==> src/hdl/mesh_cache_config.svh <==
/*
  Sizes and widths of the mesh cache test subsystem.
  MC_SETS, MC_WAYS and MC_FIFO_ELS must be powers of two, MC_WAYS at least 2.
*/
`ifndef MESH_CACHE_CONFIG_SVH
`define MESH_CACHE_CONFIG_SVH

`define MC_ADDR_W       12    // word address.
`define MC_DATA_W       32
`define MC_X_W          4
`define MC_Y_W          4

`define MC_SETS         8
`define MC_WAYS         2
`define MC_MEM_SIZE     64    // words exercised, more than the cache holds.

`define MC_MAX_CREDITS  8
`define MC_FIFO_ELS     4
`define MC_MEM_LAT      3     // read latency of the backing memory.

`endif

==> src/hdl/mesh_pkt_pkg.sv <==
/*
  Packet types on the master, endpoint and cache links.
  No byte mask: every access is a full word.
*/
`include "mesh_cache_config.svh"

package mesh_pkt_pkg;

  typedef enum logic [1:0] {
    OP_LOAD      = 2'd0,
    OP_STORE     = 2'd1,
    OP_TAG_LOAD  = 2'd2,
    OP_TAG_STORE = 2'd3
  } mesh_op_e;

  // request from the master towards a cache tile.
  typedef struct packed {
    mesh_op_e                op;
    logic [`MC_ADDR_W-1:0]   addr;
    logic [`MC_DATA_W-1:0]   data;
    logic [`MC_X_W-1:0]      src_x;
    logic [`MC_Y_W-1:0]      src_y;
    logic [`MC_X_W-1:0]      dst_x;
    logic [`MC_Y_W-1:0]      dst_y;
  } mesh_req_s;

  // response, op echoes the request.
  typedef struct packed {
    mesh_op_e                op;
    logic [`MC_DATA_W-1:0]   data;
  } mesh_rsp_s;

endpackage

==> src/hdl/cache_pkg.sv <==
/*
  Cache address split and tag storage types.
  One data word per line, so there is no offset field.
*/
`include "mesh_cache_config.svh"

package cache_pkg;

  localparam int CACHE_IDX_W = $clog2(`MC_SETS);
  localparam int CACHE_WAY_W = $clog2(`MC_WAYS);
  localparam int CACHE_TAG_W = `MC_ADDR_W - CACHE_IDX_W;

  typedef struct packed {
    logic [CACHE_TAG_W-1:0] tag;
    logic [CACHE_IDX_W-1:0] index;
  } cache_addr_s;

  typedef struct packed {
    logic                   valid;
    logic                   dirty;
    logic [CACHE_TAG_W-1:0] tag;
  } tag_entry_s;

  // entry number of a tag access, index major and way minor.
  typedef struct packed {
    logic [CACHE_IDX_W-1:0] index;
    logic [CACHE_WAY_W-1:0] way;
  } tag_ptr_s;

  typedef enum logic [2:0] {
    C_IDLE, C_LOOKUP, C_EVICT, C_FILL, C_RESPOND
  } cache_state_e;

endpackage

==> src/hdl/mesh_master_cache.sv <==
/*
  Traffic master: tag stores, tag loads, data stores, data loads, one burst each.
  start_i is taken only while no run is in flight.
  Store data is the address plus the pattern latched at start.
*/
`timescale 1ns/1ns
`include "mesh_cache_config.svh"

module mesh_master_cache (
  input  logic                     clock_i
  ,input  logic                    reset_i
  ,input  logic                    start_i
  ,input  logic [`MC_DATA_W-1:0]   pattern_i
  ,input  logic [`MC_X_W-1:0]      my_x_i
  ,input  logic [`MC_Y_W-1:0]      my_y_i
  ,output logic                    req_v_o
  ,output mesh_pkt_pkg::mesh_req_s req_o
  ,input  logic                    req_ready_i
  ,input  logic                    rsp_v_i
  ,input  mesh_pkt_pkg::mesh_rsp_s rsp_i
  ,output logic                    finish_o
  ,output logic                    busy_o
);
  import mesh_pkt_pkg::*;

  localparam int TAG_N = `MC_SETS * `MC_WAYS;
  localparam int CNT_W = $clog2(2 * `MC_MEM_SIZE);
  localparam int TOT_W = $clog2(2 * TAG_N + 2 * `MC_MEM_SIZE + 1);
  localparam logic [`MC_X_W-1:0] CACHE_X = `MC_X_W'(1);
  localparam logic [`MC_Y_W-1:0] CACHE_Y = `MC_Y_W'(1);

  typedef enum logic [2:0] {
    S_IDLE, S_TAG_STORE, S_TAG_LOAD, S_DATA_STORE, S_DATA_LOAD, S_DONE
  } send_state_e;

  typedef enum logic [1:0] {
    R_IDLE, R_TAG, R_DATA, R_DONE
  } recv_state_e;

  send_state_e           send_r;
  recv_state_e           recv_r;
  logic [CNT_W-1:0]      send_cnt_r;
  logic [CNT_W-1:0]      recv_cnt_r;
  logic [TOT_W-1:0]      sent_tot_r;
  logic [TOT_W-1:0]      recv_tot_r;
  logic [`MC_DATA_W-1:0] pattern_r;
  logic                  start_ok;
  logic                  req_fire;
  logic                  send_last;
  logic                  recv_last;

  assign busy_o    = (recv_r == R_TAG) || (recv_r == R_DATA);
  assign finish_o  = (send_r == S_DONE) && (recv_r == R_DONE);
  assign start_ok  = start_i && !busy_o;
  assign req_v_o   = (send_r != S_IDLE) && (send_r != S_DONE);
  assign req_fire  = req_v_o && req_ready_i;
  assign send_last = (send_r == S_TAG_STORE || send_r == S_TAG_LOAD) ?
                     (send_cnt_r == CNT_W'(TAG_N - 1)) :
                     (send_cnt_r == CNT_W'(`MC_MEM_SIZE - 1));
  assign recv_last = (recv_r == R_TAG) ? (recv_cnt_r == CNT_W'(2 * TAG_N - 1)) :
                                         (recv_cnt_r == CNT_W'(2 * `MC_MEM_SIZE - 1));

  always_comb begin
    req_o       = '0;
    req_o.src_x = my_x_i;
    req_o.src_y = my_y_i;
    req_o.dst_x = CACHE_X;
    req_o.dst_y = CACHE_Y;
    req_o.addr  = `MC_ADDR_W'(send_cnt_r);
    case (send_r)
      S_TAG_STORE: begin
        req_o.op   = OP_TAG_STORE;
        req_o.addr = `MC_ADDR_W'(send_cnt_r) << 3;  // entry number times 8.
        req_o.data = `MC_DATA_W'(send_cnt_r);
      end
      S_TAG_LOAD: begin
        req_o.op   = OP_TAG_LOAD;
        req_o.addr = `MC_ADDR_W'(send_cnt_r) << 3;
      end
      S_DATA_STORE: begin
        req_o.op   = OP_STORE;
        req_o.data = `MC_DATA_W'(send_cnt_r) + pattern_r;
      end
      default: req_o.op = OP_LOAD;
    endcase
  end

  always_ff @(posedge clock_i) begin
    if (reset_i) begin
      send_r     <= S_IDLE;
      recv_r     <= R_IDLE;
      send_cnt_r <= '0;
      recv_cnt_r <= '0;
      sent_tot_r <= '0;
      recv_tot_r <= '0;
    end else if (start_ok) begin
      send_r     <= S_TAG_STORE;
      recv_r     <= R_TAG;
      send_cnt_r <= '0;
      recv_cnt_r <= '0;
      sent_tot_r <= '0;
      recv_tot_r <= '0;
      pattern_r  <= pattern_i;
    end else begin
      if (req_fire) begin
        sent_tot_r <= sent_tot_r + 1'b1;
        send_cnt_r <= send_last ? '0 : send_cnt_r + 1'b1;
        if (send_last) begin
          send_r <= send_state_e'(send_r + 3'd1);  // bursts are encoded in order.
        end
      end
      if (rsp_v_i) begin
        recv_tot_r <= recv_tot_r + 1'b1;
        recv_cnt_r <= recv_last ? '0 : recv_cnt_r + 1'b1;
        if (recv_last) begin
          recv_r <= (recv_r == R_TAG) ? R_DATA : R_DONE;
        end
      end
    end
  end

  // a response can only follow a request that went out earlier.
  a_recv_le_sent: assert property (@(posedge clock_i) disable iff (reset_i)
    recv_tot_r <= sent_tot_r);

  // in-order return: tag responses all come before any data response.
  a_tag_rsp_order: assert property (@(posedge clock_i) disable iff (reset_i)
    rsp_v_i && (recv_r == R_TAG) |-> rsp_i.op inside {OP_TAG_LOAD, OP_TAG_STORE});

endmodule

==> src/hdl/mesh_endpoint.sv <==
/*
  Network endpoint: request FIFO, credit counter and a one-entry response register.
  A credit returns when the response is taken at rsp_o.
*/
`timescale 1ns/1ns
`include "mesh_cache_config.svh"

module mesh_endpoint (
  input  logic                     clock_i
  ,input  logic                    reset_i
  ,input  logic                    req_v_i
  ,input  mesh_pkt_pkg::mesh_req_s req_i
  ,output logic                    req_ready_o
  ,output logic                    net_req_v_o
  ,output mesh_pkt_pkg::mesh_req_s net_req_o
  ,input  logic                    net_req_ready_i
  ,input  logic                    net_rsp_v_i
  ,input  mesh_pkt_pkg::mesh_rsp_s net_rsp_i
  ,output logic                    net_rsp_ready_o
  ,output logic                    rsp_v_o
  ,output mesh_pkt_pkg::mesh_rsp_s rsp_o
  ,input  logic                    rsp_ready_i
);
  import mesh_pkt_pkg::*;

  localparam int PTR_W  = $clog2(`MC_FIFO_ELS);
  localparam int CNT_W  = $clog2(`MC_FIFO_ELS + 1);
  localparam int CRED_W = $clog2(`MC_MAX_CREDITS + 1);

  mesh_req_s         fifo_q [`MC_FIFO_ELS];
  logic [PTR_W-1:0]  wr_ptr_r;
  logic [PTR_W-1:0]  rd_ptr_r;
  logic [CNT_W-1:0]  fifo_cnt_r;
  logic [CRED_W-1:0] credits_r;  // requests outstanding.
  mesh_rsp_s         rsp_r;
  logic              rsp_v_r;
  logic              req_fire;
  logic              deq_fire;
  logic              rsp_fire;

  assign req_ready_o = (fifo_cnt_r != CNT_W'(`MC_FIFO_ELS)) &&
                       (credits_r != CRED_W'(`MC_MAX_CREDITS));
  assign req_fire    = req_v_i && req_ready_o;
  assign net_req_v_o = (fifo_cnt_r != '0);
  assign net_req_o   = fifo_q[rd_ptr_r];
  assign deq_fire    = net_req_v_o && net_req_ready_i;

  assign net_rsp_ready_o = !rsp_v_r || rsp_ready_i;
  assign rsp_v_o         = rsp_v_r;
  assign rsp_o           = rsp_r;
  assign rsp_fire        = rsp_v_r && rsp_ready_i;

  always_ff @(posedge clock_i) begin
    if (req_fire) begin
      fifo_q[wr_ptr_r] <= req_i;
    end
    if (net_rsp_v_i && net_rsp_ready_o) begin
      rsp_r <= net_rsp_i;
    end
  end

  always_ff @(posedge clock_i) begin
    if (reset_i) begin
      wr_ptr_r   <= '0;
      rd_ptr_r   <= '0;
      fifo_cnt_r <= '0;
      credits_r  <= '0;
      rsp_v_r    <= 1'b0;
    end else begin
      wr_ptr_r   <= wr_ptr_r + PTR_W'(req_fire);
      rd_ptr_r   <= rd_ptr_r + PTR_W'(deq_fire);
      fifo_cnt_r <= fifo_cnt_r + CNT_W'(req_fire) - CNT_W'(deq_fire);
      credits_r  <= credits_r + CRED_W'(req_fire) - CRED_W'(rsp_fire);
      if (net_rsp_ready_o) begin
        rsp_v_r <= net_rsp_v_i;
      end
    end
  end

  a_credit_underflow: assert property (@(posedge clock_i) disable iff (reset_i)
    rsp_fire |-> credits_r != '0);

  // queued requests are a subset of the outstanding ones.
  a_fifo_bound: assert property (@(posedge clock_i) disable iff (reset_i)
    (fifo_cnt_r <= CNT_W'(`MC_FIFO_ELS)) && (fifo_cnt_r <= credits_r));

endmodule

==> src/hdl/cache_tile.sv <==
/*
  Blocking, write-back, write-allocate cache tile, one word per line.
  Round-robin victim per set. Tag ops address entry addr/8, index major.
  A tag store overwrites the entry and drops any dirty data in it.
*/
`timescale 1ns/1ns
`include "mesh_cache_config.svh"

module cache_tile (
  input  logic                     clock_i
  ,input  logic                    reset_i
  ,input  logic                    req_v_i
  ,input  mesh_pkt_pkg::mesh_req_s req_i
  ,output logic                    req_ready_o
  ,output logic                    rsp_v_o
  ,output mesh_pkt_pkg::mesh_rsp_s rsp_o
  ,input  logic                    rsp_ready_i
  ,output logic                    mem_v_o
  ,output logic                    mem_we_o
  ,output logic [`MC_ADDR_W-1:0]   mem_addr_o
  ,output logic [`MC_DATA_W-1:0]   mem_wdata_o
  ,input  logic                    mem_ready_i
  ,input  logic                    mem_rvalid_i
  ,input  logic [`MC_DATA_W-1:0]   mem_rdata_i
);
  import mesh_pkt_pkg::*;
  import cache_pkg::*;

  cache_state_e          state_r;
  mesh_req_s             req_r;
  mesh_rsp_s             rsp_r;
  logic                  rsp_v_r;
  logic                  fill_sent_r;  // fill read accepted, waiting for data.
  tag_entry_s            tags_r [`MC_SETS][`MC_WAYS];
  logic [`MC_DATA_W-1:0] data_r [`MC_SETS][`MC_WAYS];
  logic [CACHE_WAY_W-1:0] rr_r [`MC_SETS];

  cache_addr_s           addr;
  tag_ptr_s              ptr;
  logic                  hit;
  logic [CACHE_WAY_W-1:0] hit_way;
  logic [CACHE_WAY_W-1:0] victim;
  tag_entry_s            victim_tag;

  assign addr       = req_r.addr;
  assign ptr        = req_r.addr[3 +: $bits(tag_ptr_s)];
  assign victim     = rr_r[addr.index];
  assign victim_tag = tags_r[addr.index][victim];

  always_comb begin
    hit     = 1'b0;
    hit_way = '0;
    for (int w = 0; w < `MC_WAYS; w++) begin
      if (tags_r[addr.index][w].valid && (tags_r[addr.index][w].tag == addr.tag)) begin
        hit     = 1'b1;
        hit_way = CACHE_WAY_W'(w);
      end
    end
  end

  assign req_ready_o = (state_r == C_IDLE);
  assign rsp_v_o     = rsp_v_r;
  assign rsp_o       = rsp_r;
  assign mem_v_o     = (state_r == C_EVICT) || ((state_r == C_FILL) && !fill_sent_r);
  assign mem_we_o    = (state_r == C_EVICT);
  assign mem_addr_o  = mem_we_o ? {victim_tag.tag, addr.index} : req_r.addr;
  assign mem_wdata_o = data_r[addr.index][victim];

  always_ff @(posedge clock_i) begin
    if (reset_i) begin
      state_r     <= C_IDLE;
      rsp_v_r     <= 1'b0;
      fill_sent_r <= 1'b0;
      for (int s = 0; s < `MC_SETS; s++) begin
        rr_r[s] <= '0;
        for (int w = 0; w < `MC_WAYS; w++) begin
          tags_r[s][w] <= '0;
        end
      end
    end else begin
      case (state_r)
        C_IDLE: begin
          if (req_v_i) begin
            req_r   <= req_i;
            state_r <= C_LOOKUP;
          end
        end
        C_LOOKUP: begin
          state_r    <= C_RESPOND;
          rsp_v_r    <= 1'b1;
          rsp_r.op   <= req_r.op;
          rsp_r.data <= '0;
          if (req_r.op == OP_TAG_STORE) begin
            tags_r[ptr.index][ptr.way] <= '{valid: 1'b0, dirty: 1'b0,
                                            tag: req_r.data[CACHE_TAG_W-1:0]};
          end else if (req_r.op == OP_TAG_LOAD) begin
            rsp_r.data <= `MC_DATA_W'(tags_r[ptr.index][ptr.way]);
          end else if (!hit) begin
            rsp_v_r <= 1'b0;
            state_r <= (victim_tag.valid && victim_tag.dirty) ? C_EVICT : C_FILL;
          end else if (req_r.op == OP_STORE) begin
            data_r[addr.index][hit_way]       <= req_r.data;
            tags_r[addr.index][hit_way].dirty <= 1'b1;
          end else begin
            rsp_r.data <= data_r[addr.index][hit_way];
          end
        end
        C_EVICT: begin
          if (mem_ready_i) begin
            state_r <= C_FILL;
          end
        end
        C_FILL: begin
          if (mem_v_o && mem_ready_i) begin
            fill_sent_r <= 1'b1;
          end
          if (mem_rvalid_i) begin
            fill_sent_r               <= 1'b0;
            data_r[addr.index][victim] <= mem_rdata_i;
            tags_r[addr.index][victim] <= '{valid: 1'b1, dirty: 1'b0, tag: addr.tag};
            rr_r[addr.index]          <= victim + 1'b1;
            state_r                   <= C_LOOKUP;  // now a hit.
          end
        end
        C_RESPOND: begin
          if (rsp_ready_i) begin
            rsp_v_r <= 1'b0;
            state_r <= C_IDLE;
          end
        end
        default: state_r <= C_IDLE;
      endcase
    end
  end

  a_no_rsp_in_idle: assert property (@(posedge clock_i) disable iff (reset_i)
    (state_r == C_IDLE) |-> !rsp_v_r);

endmodule

==> src/hdl/backing_mem.sv <==
/*
  Word memory behind the cache, one access at a time.
  Reads return MC_MEM_LAT cycles after acceptance, writes take one cycle.
  Contents start undefined and only the low address bits are decoded.
*/
`timescale 1ns/1ns
`include "mesh_cache_config.svh"

module backing_mem (
  input  logic                   clock_i
  ,input  logic                  reset_i
  ,input  logic                  mem_v_i
  ,input  logic                  mem_we_i
  ,input  logic [`MC_ADDR_W-1:0] mem_addr_i
  ,input  logic [`MC_DATA_W-1:0] mem_wdata_i
  ,output logic                  mem_ready_o
  ,output logic                  mem_rvalid_o
  ,output logic [`MC_DATA_W-1:0] mem_rdata_o
);
  localparam int WA_W = $clog2(`MC_MEM_SIZE);

  logic [`MC_DATA_W-1:0] mem_q [`MC_MEM_SIZE];
  logic [`MC_MEM_LAT-1:0] lat_r;  // one bit per cycle of a read in flight.
  logic [WA_W-1:0]        raddr_r;
  logic                   rd_fire;

  assign mem_ready_o  = ~|lat_r;
  assign rd_fire      = mem_v_i && mem_ready_o && !mem_we_i;
  assign mem_rvalid_o = lat_r[`MC_MEM_LAT-1];
  assign mem_rdata_o  = mem_q[raddr_r];

  always_ff @(posedge clock_i) begin
    if (reset_i) begin
      lat_r <= '0;
    end else begin
      lat_r <= (lat_r << 1) | `MC_MEM_LAT'(rd_fire);
    end
  end

  always_ff @(posedge clock_i) begin
    if (mem_v_i && mem_ready_o) begin
      if (mem_we_i) begin
        mem_q[mem_addr_i[WA_W-1:0]] <= mem_wdata_i;
      end else begin
        raddr_r <= mem_addr_i[WA_W-1:0];
      end
    end
  end

endmodule

==> src/hdl/mesh_cache_top.sv <==
/*
  Master, endpoint, cache tile and backing memory on one link, no routers.
  rsp_o is the response tap; the master sees a response once it is taken.
*/
`timescale 1ns/1ns
`include "mesh_cache_config.svh"

module mesh_cache_top (
  input  logic                     clock_i
  ,input  logic                    reset_i
  ,input  logic                    start_i
  ,input  logic [`MC_DATA_W-1:0]   pattern_i
  ,input  logic [`MC_X_W-1:0]      my_x_i
  ,input  logic [`MC_Y_W-1:0]      my_y_i
  ,input  logic                    rsp_ready_i
  ,output logic                    rsp_v_o
  ,output mesh_pkt_pkg::mesh_rsp_s rsp_o
  ,output logic                    finish_o
  ,output logic                    busy_o
);
  import mesh_pkt_pkg::*;

  mesh_req_s             req;
  mesh_req_s             net_req;
  mesh_rsp_s             net_rsp;
  logic                  req_v, req_ready;
  logic                  net_req_v, net_req_ready;
  logic                  net_rsp_v, net_rsp_ready;
  logic                  rsp_done;
  logic                  mem_v, mem_we, mem_ready, mem_rvalid;
  logic [`MC_ADDR_W-1:0] mem_addr;
  logic [`MC_DATA_W-1:0] mem_wdata, mem_rdata;

  assign rsp_done = rsp_v_o && rsp_ready_i;  // transfer completed at the tap.

  mesh_master_cache i_master (
    .clock_i, .reset_i, .start_i, .pattern_i, .my_x_i, .my_y_i,
    .req_v_o(req_v), .req_o(req), .req_ready_i(req_ready),
    .rsp_v_i(rsp_done), .rsp_i(rsp_o), .finish_o, .busy_o
  );

  mesh_endpoint i_endpoint (
    .clock_i, .reset_i,
    .req_v_i(req_v), .req_i(req), .req_ready_o(req_ready),
    .net_req_v_o(net_req_v), .net_req_o(net_req), .net_req_ready_i(net_req_ready),
    .net_rsp_v_i(net_rsp_v), .net_rsp_i(net_rsp), .net_rsp_ready_o(net_rsp_ready),
    .rsp_v_o, .rsp_o, .rsp_ready_i
  );

  cache_tile i_cache (
    .clock_i, .reset_i,
    .req_v_i(net_req_v), .req_i(net_req), .req_ready_o(net_req_ready),
    .rsp_v_o(net_rsp_v), .rsp_o(net_rsp), .rsp_ready_i(net_rsp_ready),
    .mem_v_o(mem_v), .mem_we_o(mem_we), .mem_addr_o(mem_addr), .mem_wdata_o(mem_wdata),
    .mem_ready_i(mem_ready), .mem_rvalid_i(mem_rvalid), .mem_rdata_i(mem_rdata)
  );

  backing_mem i_mem (
    .clock_i, .reset_i,
    .mem_v_i(mem_v), .mem_we_i(mem_we), .mem_addr_i(mem_addr), .mem_wdata_i(mem_wdata),
    .mem_ready_o(mem_ready), .mem_rvalid_o(mem_rvalid), .mem_rdata_o(mem_rdata)
  );

endmodule

==> config.mk <==
export PLATFORM = sky130hd
export DESIGN_NAME = mesh_cache_top
export DESIGN_NICKNAME = d
export VERILOG_FILES = /design/src/hdl/mesh_pkt_pkg.sv /design/src/hdl/cache_pkg.sv /design/src/hdl/mesh_master_cache.sv /design/src/hdl/mesh_endpoint.sv /design/src/hdl/cache_tile.sv /design/src/hdl/backing_mem.sv /design/src/hdl/mesh_cache_top.sv
export VERILOG_INCLUDE_DIRS = /design/src /design/src/hdl
export SDC_FILE = /design/constraint.sdc
export NUM_CORES = 2
export LEC_CHECK = 0
export ABC_CLOCK_PERIOD_IN_PS = 7600
export BUFFER_PORTS_ARGS = -buffer_cell sky130_fd_sc_hd__buf_2
export CAP_MARGIN = 40
export CORE_MARGIN = 3
export CORE_UTILIZATION = 35
export CTS_CLUSTER_SIZE = 20
export DETAILED_ROUTE_END_ITERATION = 12
export PLACE_DENSITY = 0.49
export SYNTH_ARGS = -nofsm -noshare
export SYNTH_HDL_FRONTEND = slang
export SYNTH_SLANG_ARGS = --single-unit
==> constraint.sdc <==
create_clock -name clock_i -period 7.6 [get_ports clock_i]
set_input_delay 1.14 -clock clock_i [delete_from_list [all_inputs] [get_ports clock_i]]
set_output_delay 1.14 -clock clock_i [all_outputs]
set_load 0.05 [all_outputs]
### After elaboration in Yosys (flattened, before gate mapping)

Memories as Yosys holds them, arrays and structs flattened. A register that Yosys moved wholly into a read port is not among the register bits.
Index checks and enable logic that the tools add are counted.

* bits in registers: 157
* bits in writable memories: 2952
* input bits: 44
* output and inout port bits: 37
* word-level logic and storage cells: 398
* memories kept: 5

* add/subtract/negate cells: 11
* $lt $le $gt $ge: 6
* equality and inequality tests: 27
* muxes and demuxes: 180
* bitwise operators: 93
* reduce and logical (&&, ||, !) cells: 53

Memories
* i_mem.mem_q: words 64, bits a word 32, rd ports 1, clocked after Yosys merged registers in 1, write ports 1, line backing_mem.sv:22 `` logic [`MC_DATA_W-1:0] mem_q [`MC_MEM_SIZE]; ``
* i_cache.data_r: words 8, bits a word 64, rd ports 1, clocked after Yosys merged registers in 0, write ports 1, line cache_tile.sv:35 `` logic [`MC_DATA_W-1:0] data_r [`MC_SETS][`MC_WAYS]; ``
* i_endpoint.fifo_q: words 4, bits a word 52, rd ports 1, clocked after Yosys merged registers in 1, write ports 1, line mesh_endpoint.sv:30 `` mesh_req_s fifo_q [`MC_FIFO_ELS]; ``
* i_cache.tags_r: words 8, bits a word 22, rd ports 2, clocked after Yosys merged registers in 0, write ports 8, line cache_tile.sv:34 `` tag_entry_s tags_r [`MC_SETS][`MC_WAYS]; ``
* i_cache.rr_r: words 8, bits a word 1, rd ports 1, clocked after Yosys merged registers in 0, write ports 8, line cache_tile.sv:36 `` logic [CACHE_WAY_W-1:0] rr_r [`MC_SETS]; ``

Operators by type and width (number)
* 32-bit 2-to-1 mux: 8
* 22-bit 2-to-1 mux: 7
* 64-bit 2-to-1 mux: 2
* 1-bit 2-to-1 mux: 127
* 11-bit 2-to-1 mux: 11
* 1-bit OR: 86
* 32-bit demux with 1-bit select: 2
* 32-bit one-hot mux with 2 select lines: 1
* 22-bit OR reduction: 2
* 11-bit demux with 1-bit select: 3
* 7-bit by 32-bit adder with 32-bit output: 1
* 3-bit 2-to-1 mux: 10
* 10-bit 2-to-1 mux: 2
* 9-bit == test: 2
* 2-bit AND reduction: 9
* 1-bit logical AND: 17
* 3-bit one-hot mux with 5 select lines: 1
* 7-bit by 1-bit adder with 7-bit output, second input constant: 2
* 7-bit 2-to-1 mux: 2
* 3-bit by 2-bit == test with 1-bit output, second input constant: 4
* 6-bit 2-to-1 mux: 2
* 2-bit nonzero test: 6
* 2-bit == test, second input constant: 4
* 7-bit by 4-bit == test with 1-bit output, second input constant: 1
* other kinds (34): 58

### Depth between registers and ports, before layout

An unclocked memory read counts as a cell.

* depth in word-level cells: 14
* mapped depth: 15
* depth with buffers taken out: 12

### Cells and area by module

From an unflattened synthesis, not the netlist that was laid out.

* cell total of the unflattened synthesis: 6116
* area total of the unflattened synthesis: 127564.8 µm²

By module, submodules not included
* backing_mem: times used 1, cells an instance 3420, area each 78024.8 µm², sequential area each 61859.3 µm²
* cache_tile: times used 1, cells an instance 1920, area each 35624.2 µm², sequential area each 23522.6 µm²
* mesh_endpoint: times used 1, cells an instance 430, area each 10649.0 µm², sequential area each 8708.4 µm²
* mesh_master_cache: times used 1, cells an instance 345, area each 3260.6 µm², sequential area each 1341.3 µm²
* mesh_cache_top: times used 1, cells an instance 1, area each 6.3 µm², sequential area each 0.0 µm²

### Least setup slack after synthesis

No wires, ideal clock.

* kind: in2reg
* from: input reset_i
* to: memory i_cache.data_r[0][32] in the netlist's numbering, enable pin
* setup time: 0.421 ns
* arrival time: 6.517 ns
* required time: 7.179 ns
* setup slack: 0.662 ns
* stages: 5
* path buffers: 0
* cell sequence: nor3_1 > nand3_1 > o22ai_4 > o21ai_1 > nor2_1

* longest elaborated chain between the ends: 3
* elaborated cells between the ends (all ways): 5
* those cells by class: mux (4); bitwise (1)

RTL lines
* start: declaration: line mesh_cache_top.sv:10 `,input logic reset_i`
* 1-bit 2-to-1 mux: line cache_tile.sv:70 `if (reset_i) begin`
* 64-bit 2-to-1 mux (on tied branches): line cache_tile.sv:102, cache_tile.sv:119
* 1-bit OR (no line) (*)
* end: declaration: line cache_tile.sv:35

Mark *: on every way between the ends. The rest lies on a longest branch, timed or not.

### Worst setup path after layout

* from: register i_cache.req_r (netlist bit i_cache.addr[1])
* to: memory i_mem.mem_q[39][24] in the netlist's numbering, enable pin

* longest elaborated chain between the ends: 6
* elaborated cells between the ends (all ways): 7
* those cells by class: mux (4); bitwise (1); memory (2)

RTL lines
* start: declaration: line cache_tile.sv:30 `mesh_req_s req_r;`
* start signal: assignment: line cache_tile.sv:84 `req_r <= req_i;`
* memory read 8 x 1 bit
* 1-bit NOT with 2-bit output
* 11-bit 2-to-1 mux (*) (3 in series)
* 6-bit 2-to-1 mux (*): line cache_tile.sv:66 `assign mem_addr_o = mem_we_o ? {victim_tag.tag, addr.index} : req_r.addr;`
* via i_cache.mem_addr_o[5]: line cache_tile.sv:20 `` ,output logic [`MC_ADDR_W-1:0] mem_addr_o ``
* end: declaration: line backing_mem.sv:22

Mark *: on every way through the listed nets, which the timed path passes. The rest lies on a longest branch. The select of a mux whose other input is x is not followed.

==> metrics.txt <==
most crowded layer after global routing met2; most frequent cell after synthesis edfxtp_1; worst min-delay path class in -> reg; FMAX 162.9 MHz; Max clock buf depth 4; Via Count 60190; reg2reg path depth 11; Final Critical Period 6.138 ns; Final HPWL DP 205800 um; register area share after synthesis 0.7619; cell mode on critical path buf_4; P per Cell Area 330.7 mW/mm^2; max-slew headroom at the worst pin 0.3871; VDD IR max 0.0001961 V; hold_sp pattern_i[30]; antenna violations before repair 25; area leader, netlist edfxtp_1; Pwr Total 46.96 mW; CTS buffer count 340; synthesized cell area 0.1222 sq mm; outcome finished clean; DRT Wirelength 336100 um; Fillers 30390; grt met3 use 0.03669; Crit Path Class reg -> reg; FP Rows 216; first-pass GRT wire length 474700 um; die height 596.8 um; DR WL/cell 30.38 um; crit end category register; unrepaired setup endpoints after global routing no; Synth area leaders edfxtp_1 75%, mux4_2 14%, nor2_1 1.2%, mux2_2 1.1%, mux2i_1 0.87%; IO Count 81; Vias/cell 5.442; FF+latch count, synth 3115; number of post-CTS setup repair buffers 0; share of the synthesized area in the top cell type 0.7546; htree depth 5; Worst Tran Pin Value 0.9098 ns; Critical Path RT 8.18 ns; crit path launch type register; Final Core Density 0.4095; Post-synth EDFFs 3070; slowest stage delay, CP 0.86 ns; count of antenna-violating nets left after detailed routing 0; CTS tree yes; Final #Nets 6278; total global routing overflow 0; Crit path max-delay family buffers and inverters; 1st-iter DRT viols 6125; total global routing track utilization 0.1869; Stages on worst setup path 11; reg2reg start i_cache.addr[1]$_DFFE_PP_; Ys Warns 0; largest net degree at the start of global routing 113; clk sinks 3115; post_cts resized 0; worst-path fanout max 24; clock root cell clkbuf_16; hold_buf cts 0; FF-to-FF End i_mem.mem_q[39][24]$_DFFE_PP_; met2 usage 0.2919; final setup vio count 0; most instantiated cells after synthesis 3070 x edfxtp_1, 771 x mux4_2, 404 x nor2_1, 193 x clkbuf_1, 128 x a22oi_1; Mapped Avg Cell Area 20.98 sq um; IO Port Bufs 72; setup TNS 0 ns; fin crit share 0.8077; Layout area overhead 16.23%; CP Buf/Inv Count 5; Post-DP Area 0.1314 sq mm; Post-synth ARST share 0; Hold Vio Cnt, Final 0; post-synth cell types 76; crit path DAT 6.72 ns; max-slew violations 0; Worst-path clk slew 0.06 ns; total of max-cap violations 0; hold path cells 1; routability cong. 0.8073; DRC violations left 0; dominant register cell in the synthesized netlist edfxtp_1; reg-to-reg slack, setup 1.46 ns; Initial Util 0.3523; number of detailed-route iterations in the first pass 7; Mapped Cells 5824; worst path cell trace buf_4 -> clkinv_1 -> a221oi_1 -> o21ai_4 -> buf_4 -> nand2b_1 -> a31oi_1 -> buf_4 -> nand2_1 -> nor2_4 -> buf_4; Leak 44.49 nW; post-route cell area 0.1420 sq mm; synthesized net count 5899; number of global-route vias before repair 60980; Core Region 0.3467 sq mm; Skew-Pair Late Insertion Delay 0.91 ns; grt met1 use 0.2686; worst hold endpoint i_master.pattern_r[30]$_DFFE_PP_; CP max stage cell edfxtp_1; share of layout cells above drive strength 1 0.2907; Die X 596.8 um; die area 0.3562 sq mm; clk_skew 0.06727 ns
-- final cells by class --
class	count	area, sq um	area share
timing repair buffer	373	3751	0.02642
sequential	3115	93110	0.6557
tap	4578	5728	0.04034
antenna	16	40.04	0.0002820
multi-input combinational	2337	28650	0.2018
clock buffer	418	8959	0.06309
inverter	36	135.1	0.0009516
clock inverter	188	1622	0.01142
-- worst register-to-register path, cell delays in order, from the launching register on --
cell      delay [ns]
edfxtp_1        0.86
buf_4           0.40
clkinv_1        0.65
a221oi_1        0.61
o21ai_4         0.13
buf_4           0.35
nand2b_1        0.24
a31oi_1         0.61
buf_4           0.31
nand2_1         0.50
nor2_4          0.71
buf_4           0.43
-- stage by stage --
step	setup slack, ns	cells	hold WS, ns
finish	1.462	11060	0.3956
global route	1.117	11050	0.3478
CTS	1.403	11040	0.3009
detailed placement	1.398	10440	0.4045
global placement	1.277	10390	0.4064
floorplan	0.6621	5824	0.4003
-- metal layers --
metal  vias up  routed length, um
met2      1969             156600
met5         -                 45
li1      25130                  -
met3       481              23260
met1     32610             147600
met4         6               8619
-- logic make-up after synthesis --
group | after synthesis | share of synthesized area
fa+ha+maj | 31 | 0.003359
mux | 994 | 0.1619
compound gates | 484 | 0.02779
xor+xnor | 51 | 0.003656
buf+inv | 372 | 0.01226
simple gates | 777 | 0.02913
flops | 3115 | 0.7619
-- worst max path at each step --
stage                                   start                         endpoint  slack [ns]
detailed placement  i_cache.addr[1]$_DFFE_PP_    i_mem.mem_q[37][24]$_DFFE_PP_        1.40
floorplan                             reset_i  i_cache.data_r[0][32]$_DFFE_PP_        0.66
finish              i_cache.addr[1]$_DFFE_PP_    i_mem.mem_q[39][24]$_DFFE_PP_        1.46
global placement    i_cache.addr[1]$_DFFE_PP_    i_mem.mem_q[61][16]$_DFFE_PP_        1.28
global route        i_cache.addr[1]$_DFFE_PP_    i_mem.mem_q[39][28]$_DFFE_PP_        1.12
CTS                 i_cache.addr[1]$_DFFE_PP_    i_mem.mem_q[37][23]$_DFFE_PP_        1.40
-- where the power goes --
part / total, mW / switching [mW] / internal [mW]
clock: 15.8 / 6.72 / 9.09
combinational: 9.03 / 6.50 / 2.53
sequential: 22.1 / 0.271 / 21.9
total: 47.0 / 13.5 / 33.5
-- cell usage in the layout, fill, tap and decap left out, types with 86 or more instances in the layout --
master / synthesis / routed
nand2_1: 117 / 116
mux2_2: 114 / 114
clkbuf_16: 0 / 346
a22oi_1: 128 / 128
nor2_4: 1 / 86
buf_4: 7 / 211
nor2_1: 404 / 319
mux4_2: 771 / 771
edfxtp_1: 3070 / 3070
o21ai_0: 87 / 87
clkinv_1: 1 / 88
mux2i_1: 106 / 94
-- sequential cells by signal, indices dropped and copies added, names as in the netlist, 4 cells and up, named ones only --
register / flops
i_cache.addr: 10
i_cache.data_r: 512
i_cache.req_r: 34
i_cache.rr_r: 8
i_cache.rsp_o: 34
i_cache.tags_r: 176
i_endpoint.credits_r: 4
i_endpoint.fifo_q: 176
i_endpoint.rsp_o: 34
i_master.pattern_r: 32
i_master.recv_cnt_r: 7
i_master.send_cnt_r: 7
i_mem.mem_q: 2048
i_mem.raddr_r: 6
Power figures use the tool's default switching activity.
